## src/hdl/ppu_regs_pkg.sv

```systemverilog
package ppu_regs_pkg;

	// $2002 byte, bits 7..5 are the live flags
	typedef struct packed {
		logic vblank;
		logic sprite_0_hit;
		logic sprite_overflow;
		// reads back as zero
		logic [4:0] unused;
	} ppu_status_flags_t;

	// same byte, flag view inside the latch, raw view on the cpu bus
	typedef union packed {
		logic [7:0] raw;
		ppu_status_flags_t flags;
	} ppu_status_u;

	// frame sequencer state codes
	localparam logic [7:0] ST_IDLE = 8'd0;
	localparam logic [7:0] ST_RESTART = 8'd1;
	localparam logic [7:0] ST_RENDER = 8'd2;
	localparam logic [7:0] ST_VSYNC = 8'd4;
	// video out still busy with the frame
	localparam logic [7:0] ST_VGA_WAIT = 8'd8;

	// register offsets, addr[2:0] inside the window
	localparam logic [2:0] REG_CTRL = 3'd0;
	localparam logic [2:0] REG_MASK = 3'd1;
	localparam logic [2:0] REG_STATUS = 3'd2;

	// mirrored window $2000-$3fff
	localparam logic [15:0] REG_WINDOW_BASE = 16'h2000;

endpackage
```

## src/hdl/ppu_register_block.sv

```systemverilog
`timescale 1ns/1ps

module ppu_register_block #(
	parameter int LINE_CYCLES = 341,
	parameter int VISIBLE_LINES = 240,
	parameter int FRAME_LINES = 262,
	parameter int SPRITE0_TIMEOUT = 50000
) (
	input logic clk,
	input logic rst,
	input logic [15:0] cpu_addr,
	input logic cpu_read,
	input logic cpu_write,
	input logic [7:0] cpu_wdata,
	output logic [7:0] cpu_rdata,
	input logic sprite_0_hit,
	input logic sprite_overflow,
	input logic vga_done,
	output logic [7:0] ppu_ctrl,
	output logic [7:0] ppu_mask,
	output logic [7:0] ppu_state,
	output logic nmi
);
	import ppu_regs_pkg::*;

	// sequencer to latch
	logic vsync_pulse;
	// cpu port and latch
	logic status_read;
	ppu_status_u status_byte;

	ppu_frame_sequencer #(
		.LINE_CYCLES(LINE_CYCLES),
		.VISIBLE_LINES(VISIBLE_LINES),
		.FRAME_LINES(FRAME_LINES)
	) u_sequencer (
		.clk(clk),
		.rst(rst),
		.ppu_state(ppu_state),
		.vsync_pulse(vsync_pulse)
	);

	ppu_status_latch #(
		.SPRITE0_TIMEOUT(SPRITE0_TIMEOUT)
	) u_status (
		.clk(clk),
		.rst(rst),
		.sprite_0_hit(sprite_0_hit),
		.sprite_overflow(sprite_overflow),
		.vsync_pulse(vsync_pulse),
		.ppu_state(ppu_state),
		.status_read(status_read),
		.vga_done(vga_done),
		.status_byte(status_byte)
	);

	ppu_cpu_port u_cpu_port (
		.clk(clk),
		.rst(rst),
		.cpu_addr(cpu_addr),
		.cpu_read(cpu_read),
		.cpu_write(cpu_write),
		.cpu_wdata(cpu_wdata),
		.status_byte(status_byte),
		.status_read(status_read),
		.cpu_rdata(cpu_rdata),
		.ppu_ctrl(ppu_ctrl),
		.ppu_mask(ppu_mask),
		.nmi(nmi)
	);

endmodule

```

## src/hdl/ppu_cpu_port.sv

```systemverilog
`timescale 1ns/1ps

module ppu_cpu_port (
	input logic clk,
	input logic rst,
	input logic [15:0] cpu_addr,
	input logic cpu_read,
	input logic cpu_write,
	input logic [7:0] cpu_wdata,
	input ppu_regs_pkg::ppu_status_u status_byte,
	output logic status_read,
	output logic [7:0] cpu_rdata,
	output logic [7:0] ppu_ctrl,
	output logic [7:0] ppu_mask,
	output logic nmi
);
	import ppu_regs_pkg::*;

	// top three address bits select the window
	localparam logic [15:0] WINDOW_MASK = 16'hE000;

	logic in_window;
	logic [2:0] reg_offset;
	logic win_read;
	logic win_write;
	// last byte written anywhere in the window
	logic [7:0] open_bus;

	// every 8 bytes mirror $2000-$2007
	assign in_window = ((cpu_addr & WINDOW_MASK) == REG_WINDOW_BASE);
	assign reg_offset = cpu_addr[2:0];
	assign win_read = cpu_read && in_window;
	assign win_write = cpu_write && in_window;

	// same cycle strobe, latch clears vblank on the following edge
	assign status_read = win_read && (reg_offset == REG_STATUS);

	// register writes
	always_ff @(posedge clk or negedge rst) begin
		if (!rst) begin
			ppu_ctrl <= '0;
			ppu_mask <= '0;
			open_bus <= '0;
		end else if (win_write) begin
			open_bus <= cpu_wdata;
			case (reg_offset)
				REG_CTRL: ppu_ctrl <= cpu_wdata;
				REG_MASK: ppu_mask <= cpu_wdata;
				// $2002-$2007 take nothing but the bus byte
				default: ;
			endcase
		end
	end

	// read data, held between reads
	always_ff @(posedge clk or negedge rst) begin
		if (!rst) begin
			cpu_rdata <= '0;
		end else if (win_read) begin
			// status sampled before the read clears vblank
			if (reg_offset == REG_STATUS) begin
				cpu_rdata <= status_byte.raw;
			end else begin
				cpu_rdata <= open_bus;
			end
		end
	end

	// level request while vblank is up and ctrl bit 7 enables it
	assign nmi = status_byte.flags.vblank & ppu_ctrl[7];

	// cpu strobes are exclusive
	a_no_read_write: assert property (
		@(posedge clk) disable iff (!rst)
		!(cpu_read && cpu_write)
	);

endmodule

```

## src/hdl/ppu_status_latch.sv

```systemverilog
`timescale 1ns/1ps

module ppu_status_latch #(
	parameter int SPRITE0_TIMEOUT = 50000
) (
	input logic clk,
	input logic rst,
	input logic sprite_0_hit,
	input logic sprite_overflow,
	input logic vsync_pulse,
	input logic [7:0] ppu_state,
	input logic status_read,
	input logic vga_done,
	output ppu_regs_pkg::ppu_status_u status_byte
);
	import ppu_regs_pkg::*;

	// counter must reach SPRITE0_TIMEOUT + 1
	localparam int TW = $clog2(SPRITE0_TIMEOUT + 2);
	localparam logic [TW-1:0] S0_LIMIT = TW'(SPRITE0_TIMEOUT);

	logic vblank_q;
	logic sprite0_q;
	logic overflow_q;
	// sprite 0 clear machine
	logic s0_armed;
	logic [TW-1:0] s0_cnt;
	// flags before the delay
	ppu_status_u status_now;
	logic [7:0] status_dly;

	// vblank, set by vsync, cleared by restart or a $2002 read
	always_ff @(posedge clk or negedge rst) begin
		if (!rst) begin
			vblank_q <= 1'b0;
		end else if (!vblank_q) begin
			if (vsync_pulse) begin
				vblank_q <= 1'b1;
			end
		end else if (ppu_state == ST_RESTART || status_read) begin
			vblank_q <= 1'b0;
		end
	end

	// overflow only drops at frame restart
	always_ff @(posedge clk or negedge rst) begin
		if (!rst) begin
			overflow_q <= 1'b0;
		end else if (!overflow_q) begin
			if (sprite_overflow) begin
				overflow_q <= 1'b1;
			end
		end else if (ppu_state == ST_RESTART) begin
			overflow_q <= 1'b0;
		end
	end

	// sprite 0 hit
	// held until the video side finishes, or the timeout as a fallback
	always_ff @(posedge clk or negedge rst) begin
		if (!rst) begin
			sprite0_q <= 1'b0;
			s0_armed <= 1'b0;
			s0_cnt <= '0;
		end else if (!sprite0_q) begin
			if (sprite_0_hit) begin
				sprite0_q <= 1'b1;
			end
		end else if (!s0_armed) begin
			// first wait cycle arms the clear
			if (ppu_state == ST_VGA_WAIT) begin
				s0_armed <= 1'b1;
				s0_cnt <= '0;
			end
		end else begin
			s0_cnt <= s0_cnt + 1'b1;
			if (s0_cnt > S0_LIMIT || !vga_done) begin
				sprite0_q <= 1'b0;
				s0_armed <= 1'b0;
			end
		end
	end

	always_comb begin
		status_now.flags.vblank = vblank_q;
		status_now.flags.sprite_0_hit = sprite0_q;
		status_now.flags.sprite_overflow = overflow_q;
		status_now.flags.unused = '0;
	end

	// two stage delay to the cpu side
	always_ff @(posedge clk or negedge rst) begin
		if (!rst) begin
			status_dly <= '0;
			status_byte.raw <= '0;
		end else begin
			status_dly <= status_now.raw;
			status_byte.raw <= status_dly;
		end
	end

	// low bits stay clear through the delay line
	a_unused_zero: assert property (
		@(posedge clk) disable iff (!rst)
		status_byte.flags.unused == '0
	);

	// the clear counter only runs under a set flag
	a_s0_count_needs_flag: assert property (
		@(posedge clk) disable iff (!rst)
		s0_armed |-> sprite0_q
	);

endmodule

```

## src/hdl/ppu_frame_sequencer.sv

```systemverilog
`timescale 1ns/1ps

module ppu_frame_sequencer #(
	parameter int LINE_CYCLES = 341,
	parameter int VISIBLE_LINES = 240,
	parameter int FRAME_LINES = 262
) (
	input logic clk,
	input logic rst,
	output logic [7:0] ppu_state,
	output logic vsync_pulse
);
	import ppu_regs_pkg::*;

	localparam int CW = (LINE_CYCLES > 1) ? $clog2(LINE_CYCLES) : 1;
	localparam int LW = (FRAME_LINES > 1) ? $clog2(FRAME_LINES) : 1;
	// last cycle of a line
	localparam logic [CW-1:0] CYC_LAST = CW'(LINE_CYCLES - 1);
	// restart and vsync each take one slot, so the wait ends two short
	localparam logic [CW-1:0] CYC_WAIT_END = CW'(LINE_CYCLES - 3);
	localparam logic [LW-1:0] LINE_RENDER_END = LW'(VISIBLE_LINES - 1);
	localparam logic [LW-1:0] LINE_FRAME_END = LW'(FRAME_LINES - 1);

	// position inside the frame
	logic [CW-1:0] cyc_cnt;
	logic [LW-1:0] line_cnt;
	// counters advanced by one slot
	logic [CW-1:0] cyc_next;
	logic [LW-1:0] line_next;
	logic line_wrap;

	assign line_wrap = (cyc_cnt == CYC_LAST);

	always_comb begin
		if (line_wrap) begin
			cyc_next = '0;
			line_next = line_cnt + 1'b1;
		end else begin
			cyc_next = cyc_cnt + 1'b1;
			line_next = line_cnt;
		end
	end

	always_ff @(posedge clk or negedge rst) begin
		if (!rst) begin
			ppu_state <= ST_IDLE;
			cyc_cnt <= '0;
			line_cnt <= '0;
		end else begin
			case (ppu_state)
				// single idle slot out of reset
				ST_IDLE: begin
					ppu_state <= ST_RESTART;
				end
				ST_RESTART: begin
					cyc_cnt <= '0;
					line_cnt <= '0;
					ppu_state <= ST_RENDER;
				end
				// visible lines, leaves on the wrap of the last one
				ST_RENDER: begin
					cyc_cnt <= cyc_next;
					line_cnt <= line_next;
					if (line_wrap && line_cnt == LINE_RENDER_END) begin
						ppu_state <= ST_VSYNC;
					end
				end
				// counters hold here at line VISIBLE_LINES, cycle 0
				ST_VSYNC: begin
					ppu_state <= ST_VGA_WAIT;
				end
				ST_VGA_WAIT: begin
					if (line_cnt == LINE_FRAME_END && cyc_cnt == CYC_WAIT_END) begin
						ppu_state <= ST_RESTART;
					end else begin
						cyc_cnt <= cyc_next;
						line_cnt <= line_next;
					end
				end
				// unknown code, start over
				default: begin
					ppu_state <= ST_IDLE;
				end
			endcase
		end
	end

	// one cycle wide, lines up with the vsync state
	assign vsync_pulse = (ppu_state == ST_VSYNC);

	// restart is a single slot per frame
	a_restart_one_cycle: assert property (
		@(posedge clk) disable iff (!rst)
		(ppu_state == ST_RESTART) |=> (ppu_state != ST_RESTART)
	);

endmodule

```

## config.mk

```make
export PLATFORM = sky130hd
export DESIGN_NAME = ppu_register_block
export DESIGN_NICKNAME = d
export VERILOG_FILES = /design/src/hdl/ppu_regs_pkg.sv /design/src/hdl/ppu_register_block.sv /design/src/hdl/ppu_cpu_port.sv /design/src/hdl/ppu_status_latch.sv /design/src/hdl/ppu_frame_sequencer.sv
export SDC_FILE = /design/constraint.sdc
export NUM_CORES = 1
export LEC_CHECK = 0
export ABC_CLOCK_PERIOD_IN_PS = 2400
export BUFFER_PORTS_ARGS = -buffer_cell sky130_fd_sc_hd__buf_2
export CAP_MARGIN = 20
export CORE_AREA = 3 3 87 89
export DETAILED_ROUTE_END_ITERATION = 10
export DIE_AREA = 0 0 90 92
export HOLD_SLACK_MARGIN = 0.15
export PLACE_DENSITY_LB_ADDON = 0.1
export SETUP_SLACK_MARGIN = 0.02
export SLEW_MARGIN = 20
export SYNTH_ARGS = -nofsm -noshare
export SYNTH_HDL_FRONTEND = slang
export SYNTH_SLANG_ARGS = --single-unit
```

## constraint.sdc

```tcl
create_clock -name clk -period 2.4 [get_ports clk]
set_input_delay 0.24 -clock clk [delete_from_list [all_inputs] [get_ports clk]]
set_output_delay 0.24 -clock clk [all_outputs]
set_load 0.005 [all_outputs]
```

After elaboration in Yosys (flattened, before gate mapping)
Cells that the tools add are included.

word-level totals
  flip-flop bits (word level) = 84
  latch bits = 0
  bits in writable memories = 0
  bits in read-only memories = 0
  input bits = 31
  memories kept = 0

operators by class
  add/subtract/negate cells = 3
  multipliers = 0
  div/mod/pow operators = 0
  order comparisons = 1
  equality and inequality tests = 14
  shift-type cells = 0
  mux-type cells = 24
  bitwise gates (word level) = 1
  reduce and logical (&&, ||, !) cells = 17

operator list
  operator                                               count
  one-hot mux 9 bit (3 select lines)                     2
  one-hot mux 8 bit (5 select lines)                     1
  2-to-1 mux 9 bit                                       4
  2-to-1 mux 16 bit                                      2
  == test 9 bit, second input constant                   3
  2-to-1 mux 8 bit                                       3
  adder 9 x 1 -> 9 bit, second input constant            2
  adder 16 x 1 -> 16 bit, second input constant          1
  greater-than comparator 16 bit, second input constant  1
  2-to-1 mux 1 bit                                       12
  AND reduction 2 bit                                    5
  == test 9 x 8 -> 1 bit, second input constant          1
  == test 8 x 1 -> 1 bit, second input constant          1
  == test 8 x 2 -> 1 bit, second input constant          1
  == test 8 x 3 -> 1 bit, second input constant          1
  == test 8 x 4 -> 1 bit, second input constant          1
  zero test 8 bit                                        1
  == test 3 x 1 -> 1 bit, second input constant          2
  logical AND 1 bit                                      5
  != test 2 x 1 -> 1 bit, second input constant          2
  == test 3 x 2 -> 1 bit, second input constant          1
  zero test 3 bit                                        1
  nonzero test 3 bit                                     1
  logical OR 1 bit                                       2
  4 further kinds                                        4

Longest topological paths before layout
Gate-level depths: netlist of the first run.

  depth after elaboration = 6
  gate-level depth with buffers = 8
  gate-level depth less buffers = 7

By module
Synthesis of the first run repeated with hierarchy kept, for this count alone.

second synthesis, totals
  cells, all modules = 390
  area total of the unflattened synthesis = 4159.0 µm²

by module, submodules not included
  module               times used  cells each  area each (µm²)  sequential area each (µm²)
  ppu_frame_sequencer  1           152         1441.4           550.5
  ppu_status_latch     1           137         1376.3           650.6
  ppu_cpu_port         1           101         1341.3           800.8

Worst setup path before layout of the first run
No wires, ideal clock.

  path type = register to register
  start point = register u_sequencer.ppu_state[2]
  end point = register u_status.s0_cnt[15]
  library setup time = 122 ps
  arrival time = 1661 ps
  required time = 2278 ps
  setup slack = 618 ps
  cell stages (with the launch flop) = 7
  path buffers = 1
  cells stage by stage = dfrtp_1 > buf_6 > or4b_4 > a21oi_4 > nand4_1 > xor2_1 > nor2_2

on the way
  word-level cells in the longest chain between the ends = 3

RTL lines
  item                                  line                       source
  from (decl)                           ppu_frame_sequencer.sv:10  output logic [7:0] ppu_state,
  from (signal assigned)                ppu_frame_sequencer.sv:46  ppu_state <= ST_IDLE;
  from (signal assigned)                ppu_frame_sequencer.sv:53  ppu_state <= ST_RESTART;
  from (signal assigned)                ppu_frame_sequencer.sv:58  ppu_state <= ST_RENDER;
  == test 8 x 4 -> 1 bit                ppu_status_latch.sv:71     if (ppu_state == ST_VGA_WAIT) begin
  nonzero test 2 bit (no source line)   n/a
  AND reduction 2 bit (no source line)  n/a
  to (signal assigned)                  ppu_status_latch.sv:76     s0_cnt <= s0_cnt + 1'b1;
  to (decl)                             ppu_status_latch.sv:27     logic [TW-1:0] s0_cnt;

No other way between the ends.
A chain may end at the register's enable or synchronous reset.

Final worst setup path of the first run
  start point = register u_sequencer.ppu_state[3]
  end point = register u_sequencer.line_cnt[7]

on the way
  word-level cells in the longest chain between the ends = 3

RTL lines
  item                                                                  line                       source
  == test 8 x 4 -> 1 bit (tied with other cells)                        ppu_frame_sequencer.sv:50  case (ppu_state)
  != test 2 bit (no source line) or nonzero test 3 bit (tied branches)  n/a
  AND reduction 2 bit (no source line)                                  n/a
  to (signal assigned)                                                  ppu_frame_sequencer.sv:63  line_cnt <= line_next;
  to (signal assigned)                                                  ppu_frame_sequencer.sv:77  line_cnt <= line_next;
  to (decl)                                                             ppu_frame_sequencer.sv:26  logic [LW-1:0] line_cnt;

Parallel ways exist; a longest one is shown, timed or not.

==> insert_results.sql, run 1 <==
INSERT INTO impl_metrics (metric_group, metric, value, unit) VALUES
('synth', 'synth_edf_count', '0', ''),
('power_and_ir_drop', 'power.density', '675', 'nW/um2'),
('worst_setup_path', 'cp-start-kind', 'flop', ''),
('worst_setup_path', 'cp.required', '2.63', 'ns'),
('worst_setup_path', 'critical_path_cell_list', 'xnor2_1, or3_1, o21bai_2, o21ai_0, o41ai_1', ''),
('layout', 'area.growth.synth_to_final', '16.2', '%'),
('synth', 'synth.top_cell.area_share', '0.528', ''),
('cts', 'path_clk_slew', '0.08', 'ns'),
('global_route', 'grt_start_max_net_pins', '48', ''),
('routing', 'route.detailed.wl_per_inst', '14.2', 'um'),
('timing', 'final.period_utilization', '0.824', ''),
('layout', 'n_antenna_cell', '0', ''),
('cts', 'cts.path.max_buffers', '2', ''),
('floorplanning', 'boundaryPins', '64', ''),
('routing', 'detail_route.drc_violations', '0', ''),
('cts', 'postCtsResizedCells', '0', ''),
('cts', 'cts-htree-levels', '3', ''),
('floorplanning', 'die_area', '8280', 'um2'),
('worst_setup_path', 'slowest_delay', '0.51', 'ns'),
('synth', 'synth.top_cells.by_count', 'dfrtp_1 (80), nand2_1 (35), o21ai_0 (33)', ''),
('global_route', 'first_global_vias', '2684', ''),
('synth', 'synth_warnings', '0', ''),
('timing', 'tightestPinTransition', '0.578', 'ns'),
('placed_design', 'placement.setup.worst_slack', '0.436', 'ns'),
('worst_setup_path', 'worst-endpoint-arrival', '2.21', 'ns'),
('synth', 'postSynth.asyncResetShare', '1.00', ''),
('cts', 'cts_hold_buffers', '4', ''),
('placed_design', 'dpl_cell_area', '4150', 'um2'),
('run', 'timing.max_cap.violations', '0', ''),
('routing', 'drtIter0Drc', '129', ''),
('worst_setup_path', 'critical_path_class', 'reg -> reg', ''),
('timing', 'final_max_slew_viol_count', '0', ''),
('layout', 'fin_area', '4400', 'um2'),
('routing', 'drt_first_pass_iters', '4', ''),
('cts', 'clkSinkCount', '80', ''),
('synth', 'yosys.cell_count.top_type', 'dfrtp_1', ''),
('layout', 'drive_above_1_share', '0.265', ''),
('cts', 'cts.repair_timing.setup_buffer_count', '0', ''),
('placed_design', 'gp_routability_congestion', '0.800', ''),
('floorplanning', 'core.rowCount', '30', ''),
('timing', 'setup_total_negative_slack', '0', 'ns'),
('synth', 'biggest_area_consumer_among_synthesized_cells', 'dfrtp_1', ''),
('routing', 'postRouteAntennaNets', '0', ''),
('cts', 'cts_tree', 'yes', ''),
('synth', 'syn_area_per_cell', '10.7', 'um2'),
('timing', 'period_minus_slack', '1.98', 'ns'),
('cts', 'number_of_buffers_added_by_the_clock_tree_synthesis_step', '9', ''),
('power_and_ir_drop', 'irDropWorstVdd', '465', 'uV'),
('cts', 'clock_insertion_delay_worst_skew', '0.34', 'ns'),
('timing', 'rsz_0062_raised_after_global_routing', 'no', ''),
('synth', 'postSynthRegisterBits', '80', ''),
('timing', 'timing.max_slew.rel_slack', '0.612', ''),
('worst_setup_path', 'critical-path-slowest-cell', 'or3_1', ''),
('global_route', 'overflow', '0', ''),
('timing', 'finalWorstSetupSlack', '0.422', 'ns'),
('cts', 'cts_root_buf', 'clkbuf_8', ''),
('global_route', 'grt_use_total', '0.188', ''),
('floorplanning', 'chip_height', '92', 'um'),
('timing', 'achievable-frequency', '0.505', 'GHz'),
('power_and_ir_drop', 'post-layout-total-power', '0.00297', 'W'),
('global_route', 'first_pass_grt_wire_length', '12.8', 'mm'),
('outcome', 'status', 'completed', ''),
('synth', 'post_synth_num_cell_types', '53', ''),
('floorplanning', 'die_w', '90', 'um'),
('layout', 'final_nets', '455', ''),
('synth', 'synth_area_leaders', 'dfrtp_1 (53%), mux2_2 (7.1%), o21ai_0 (4.4%), nand2_1 (3.5%), xor2_1 (2.5%)', ''),
('floorplanning', 'coreArea', '6830', 'um2'),
('synth', 'synth.cell_area', '3790', 'um2'),
('timing', 'setup_viol', '0', ''),
('routing', 'vias_per_instance', '5.39', ''),
('synth', 'syn-instance-count', '354', '');
critical path, delay by kind of cell, from the launching register on:
| kind | cells | cell delay [ns] |
|---|---|---|
| simple gates | 1 | 0.51 |
| xor+xnor | 1 | 0.20 |
| flops | 1 | 0.50 |
| compound gates | 3 | 0.66 |
per-layer routing:
| layer | GRT usage | up-vias | wire length [um] |
|---|---|---|---|
| li1 | - | 1382 | - |
| met1 | 0.261 | 1345 | 3550 |
| met2 | 0.294 | 56 | 3370 |
| met3 | 0.0484 | 8 | 352 |
| met4 | 0.0523 | 0 | 70 |
| met5 | 0 | - | 0 |
where the power goes:
part	internal, W	switching [W]	total [W]
Clock	0.000587	0.000465	0.00105
Sequential	0.00148	0.0000960	0.00158
Combinational	0.000177	0.000162	0.000339
state kept, by name (all words and copies together) (netlist names):
register,count
u_sequencer.line_cnt,9
u_cpu_port.ppu_mask,8
u_status.s0_armed,1
u_status.status_dly,3
u_status.s0_cnt,16
u_cpu_port.cpu_rdata,8
u_cpu_port.open_bus,8
u_status.vblank_q,1
u_status.overflow_q,1
u_status.status_byte,3
u_sequencer.cyc_cnt,9
u_sequencer.ppu_state,4
u_cpu_port.ppu_ctrl,8
u_status.sprite0_q,1
metrics by stage:
stage          std cells  utilization  hold WS [ns]
3_5_place_dp         498        0.608         0.284
6_report             518        0.645         0.167
3_3_place_gp         498        0.608         0.282
5_1_grt              518        0.645         0.164
4_1_cts              518        0.645         0.155
2_1_floorplan        357            -       -0.0556
final timing paths:
check / startpoint / to / slack (ns) / cells past startpoint
max: u_sequencer.ppu_state[3] / u_sequencer.line_cnt[7] / 0.42 / 5
min: cpu_wdata[7] / u_cpu_port.ppu_ctrl[7] / 0.17 / 2
max reg2reg: u_sequencer.ppu_state[3] / u_sequencer.line_cnt[7] / 0.42 / 5
min reg2reg: u_status.status_dly[7] / u_status.status_byte[7] / 0.35 / 0
max in group asynchronous: rst / u_cpu_port.ppu_ctrl[2] / 1.28 / 3
min in group asynchronous: rst / u_sequencer.line_cnt[2] / 0.44 / 2
layout by cell type, fill, tap and decap left out, types with 2 or more instances in the layout:
master | netlist | routed
dfrtp_1 | 80 | 80
buf_2 | 5 | 48
nand2_1 | 35 | 35
o21ai_0 | 33 | 33
mux2_2 | 24 | 24
nor2_1 | 22 | 22
nand3_1 | 16 | 16
inv_1 | 13 | 13
buf_4 | 6 | 12
and3_1 | 11 | 11
xor2_1 | 11 | 11
nor3_1 | 10 | 10
clkbuf_8 | 0 | 9
ha_1 | 7 | 7
nand4_1 | 6 | 6
nor2_2 | 6 | 6
o31ai_1 | 6 | 6
mux2i_1 | 5 | 5
a31oi_1 | 4 | 4
conb_1 | 1 | 4
dlygate4sd3_1 | 0 | 4
nor4_1 | 3 | 3
a21oi_1 | 3 | 3
o41ai_1 | 3 | 3
xnor2_1 | 3 | 3
o21ai_1 | 3 | 3
o211ai_1 | 3 | 3
and2_1 | 2 | 2
nor2b_1 | 2 | 2
nand3b_1 | 2 | 2
a211oi_1 | 2 | 2
or3_1 | 2 | 2
bufinv_16 | 0 | 2
clkbuf_1 | 2 | 2
kinds of logic (layout without fill, tap and decap cells):
family	count (synthesis)	count (layout)	synth area share
flip-flops	80	80	0.528
AND/OR/NAND/NOR	125	125	0.170
XOR/XNOR	14	14	0.0324
other	1	4	0.000989
buffers and inverters	28	93	0.0393
adder cells (fa/ha/maj)	7	7	0.0231
multiplexers	29	29	0.0845
AO/OA/AOI/OAI	70	70	0.121
area by class of cell:
class | count | area [um2] | area share
clock inverter | 5 | 81.3 | 0.0185
sequential | 80 | 2000 | 0.455
inverter | 13 | 48.8 | 0.0111
clock buffer | 11 | 131 | 0.0298
timing repair buffer | 64 | 370 | 0.0841
multi-input combinational | 249 | 1650 | 0.375
tap | 96 | 120 | 0.0273
No activity file was read; power rests on OpenSTA's default activity.
==> run 2: changes to the inputs <==
- ABC_CLOCK_PERIOD_IN_PS: 2400 -> 2000
- clock period: 2.4 -> 2 ns (I/O delays scaled with it)
==> run 2 against run 1 <==
Net effect:
- clock skew up 0.0067 ns
- total power grew 22%
- non-clock buffer count up 14
- count of clock-buffer cells in the layout down 1
- first-iteration DRC count is 19% lower
- die area unchanged
- hold slack better by 0.0023 ns
==> insert_results.sql, run 2 (synthesis results as in run 1) <==
INSERT INTO impl_metrics (metric_group, metric, value, unit) VALUES
('outcome', 'status', 'completed', ''),
('placed_design', 'dpl_cell_area', '4210', 'um2'),
('placed_design', 'placement.setup.worst_slack', '0.152', 'ns'),
('timing', 'finalHoldViolations', '0', ''),
('global_route', 'grt_start_max_net_pins', '53', ''),
('layout', 'area.growth.synth_to_final', '20.2', '%'),
('timing', 'setup_total_negative_slack', '0', 'ns'),
('placed_design', 'gp_routability_congestion', '0.811', ''),
('timing', 'final_max_slew_viol_count', '0', ''),
('floorplanning', 'die_area', '8280', 'um2'),
('cts', 'clock_insertion_delay_worst_skew', '0.34', 'ns'),
('worst_setup_path', 'worst-endpoint-arrival', '2.06', 'ns'),
('layout', 'largest-register', 'u_status.s0_cnt', ''),
('routing', 'top_layer', 'met4', ''),
('worst_setup_path', 'cp.required', '2.23', 'ns'),
('cts', 'number_of_buffers_added_by_the_clock_tree_synthesis_step', '9', ''),
('routing', 'postRouteAntennaNets', '0', ''),
('power_and_ir_drop', 'p_leak', '2.14', 'nW'),
('layout', 'drive_above_1_share', '0.276', ''),
('floorplanning', 'starting_density', '0.555', ''),
('global_route', 'first_global_vias', '2721', ''),
('routing', 'wl_met2', '3.56', 'mm'),
('timing', 'fin_skew', '0.0145', 'ns'),
('layout', 'register_area', '2000', 'um2'),
('global_route', 'overflow', '0', ''),
('layout', 'fillerInstances', '559', ''),
('cts', 'cts.path.max_buffers', '2', ''),
('timing', 'setup_viol', '0', ''),
('floorplanning', 'die_w', '90', 'um'),
('timing', 'hold_ws', '0.169', 'ns'),
('cts', 'cts_tree', 'yes', ''),
('global_route', 'grt_use_total', '0.192', ''),
('layout', 'layout.cells.most_common', 'dfrtp_1', ''),
('worst_setup_path', 'critical_path_class', 'reg -> reg', ''),
('worst_setup_path', 'critPathMaxFanout', '7', ''),
('layout', 'final_nets', '469', ''),
('power_and_ir_drop', 'irDropWorstVdd', '454', 'uV'),
('layout', 'non_filler_instance_count_after_layout', '531', ''),
('routing', 'drt_first_pass_iters', '4', ''),
('layout', 'multi_input_gate_area_in_the_final_layout', '1660', 'um2'),
('routing', 'wl_met3', '395', 'um'),
('placed_design', 'detailed_placement_hpwl', '5.40', 'mm'),
('worst_setup_path', 'slowest_delay', '0.55', 'ns'),
('timing', 'achievable-frequency', '0.544', 'GHz'),
('floorplanning', 'chip_height', '92', 'um'),
('worst_setup_path', 'cp-start-kind', 'flop', ''),
('worst_setup_path', 'critical-path-slowest-cell', 'or4b_4', ''),
('floorplanning', 'coreArea', '6830', 'um2'),
('cts', 'clkSinkCount', '80', ''),
('timing', 'rsz_0062_raised_after_global_routing', 'no', ''),
('cts', 'cts-htree-levels', '3', ''),
('layout', 'mostFrequentLayoutCells', 'dfrtp_1 (80), buf_2 (48), nand2_1 (35)', ''),
('layout', 'fin_area', '4550', 'um2'),
('global_route', 'first_pass_grt_wire_length', '13.0', 'mm'),
('floorplanning', 'core.rowCount', '30', ''),
('floorplanning', 'boundaryPins', '64', ''),
('cts', 'path_clk_slew', '0.08', 'ns'),
('timing', 'finalWorstSetupSlack', '0.163', 'ns'),
('routing', 'route.vias.total', '2871', ''),
('routing', 'wirelength', '7.74', 'mm'),
('worst_hold_path', 'hp-class', 'in -> reg', ''),
('cts', 'cts_root_buf', 'clkbuf_8', ''),
('layout', 'number_of_flip_flops_in_the_largest_register', '16', ''),
('routing', 'detail_route.drc_violations', '0', ''),
('placed_design', 'port_buffers', '49', ''),
('routing', 'route.detailed.wl_per_inst', '14.6', 'um'),
('layout', 'n_antenna_cell', '0', ''),
('timing', 'final.period_utilization', '0.918', ''),
('routing', 'vias_per_instance', '5.41', ''),
('placed_design', 'dpl.cell_count', '504', ''),
('worst_setup_path', 'critical_path_cell_list', 'or4b_4, a21oi_2, nand4_1, xor2_1, nor2_2', ''),
('layout', 'layout_top_registers', 'u_status.s0_cnt (16), u_sequencer.cyc_cnt (9), u_sequencer.line_cnt (9)', ''),
('timing', 'period_minus_slack', '1.84', 'ns'),
('routing', 'wl_met1', '3.69', 'mm'),
('global_route', 'grt_antenna_before_repair', '0', ''),
('worst_setup_path', 'end_kind', 'flop', ''),
('routing', 'drtIter0Drc', '104', ''),
('run', 'timing.max_cap.violations', '0', ''),
('power_and_ir_drop', 'power.density', '795', 'nW/um2');
[run 2: cell types whose count changed in the layout (fill, tap and decap cells not counted), sizes merged]
cell	previous run	this run
buf	60	67
clkbuf	11	10
dlygate4sd3	4	11
[run 2: what timing repair did]
action,CTS,global route
setup endpoints to repair,0,5
hold buffers,11,0
hold endpoints to repair,54,0
gates resized for setup,0,3
buffers inserted,0,1
[run 2: final cells by class]
type | count | share of cell area
Sequential cell | 80 | 0.440
Clock inverter | 5 | 0.0179
Tap cell | 96 | 0.0264
Timing Repair Buffer | 78 | 0.111
Inverter | 13 | 0.0107
Multi-Input combinational cell | 249 | 0.364
Clock buffer | 10 | 0.0302
[run 2: final timing paths]
kind,from,endpoint,slack (ns),cells past startpoint
setup / recovery,u_sequencer.ppu_state[3],u_status.s0_cnt[10],0.16,5
hold / removal,vga_done,u_status.sprite0_q,0.17,3
setup reg to reg,u_sequencer.ppu_state[3],u_status.s0_cnt[10],0.16,5
hold reg to reg,u_status.status_dly[6],u_status.status_byte[6],0.35,0
max in group asynchronous,rst,u_cpu_port.ppu_mask[5],1.08,3
min in group asynchronous,rst,u_sequencer.line_cnt[0],0.31,2
[run 2: routing by layer]
metal,vias up,GRT usage
met4,0,0.0587
met3,8,0.0394
met1,1383,0.265
met2,74,0.307
met5,-,0
li1,1406,-
[run 2: critical path, delay by kind of cell (launching register included)]
family	cells	cell delay [ns]
compound gates	1	0.32
xor+xnor	1	0.18
flops	1	0.47
simple gates	3	0.76
[run 2: power breakdown]
part	switching, W	leakage (nW)	internal [W]
combinational	0.000194	1.01	0.000224
clock	0.000575	0.108	0.000731
sequential	0.000114	1.02	0.00178
total	0.000884	2.14	0.00274
[run 2: metrics by stage]
| step | total power, W | util |
|---|---|---|
| after global routing | 0.00379 | 0.667 |
| after floorplan | 0.00214 | - |
| after CTS | 0.00365 | 0.664 |
| after global placement | 0.00232 | 0.616 |
| after detailed placement | 0.00234 | 0.616 |
| final | 0.00362 | 0.667 |
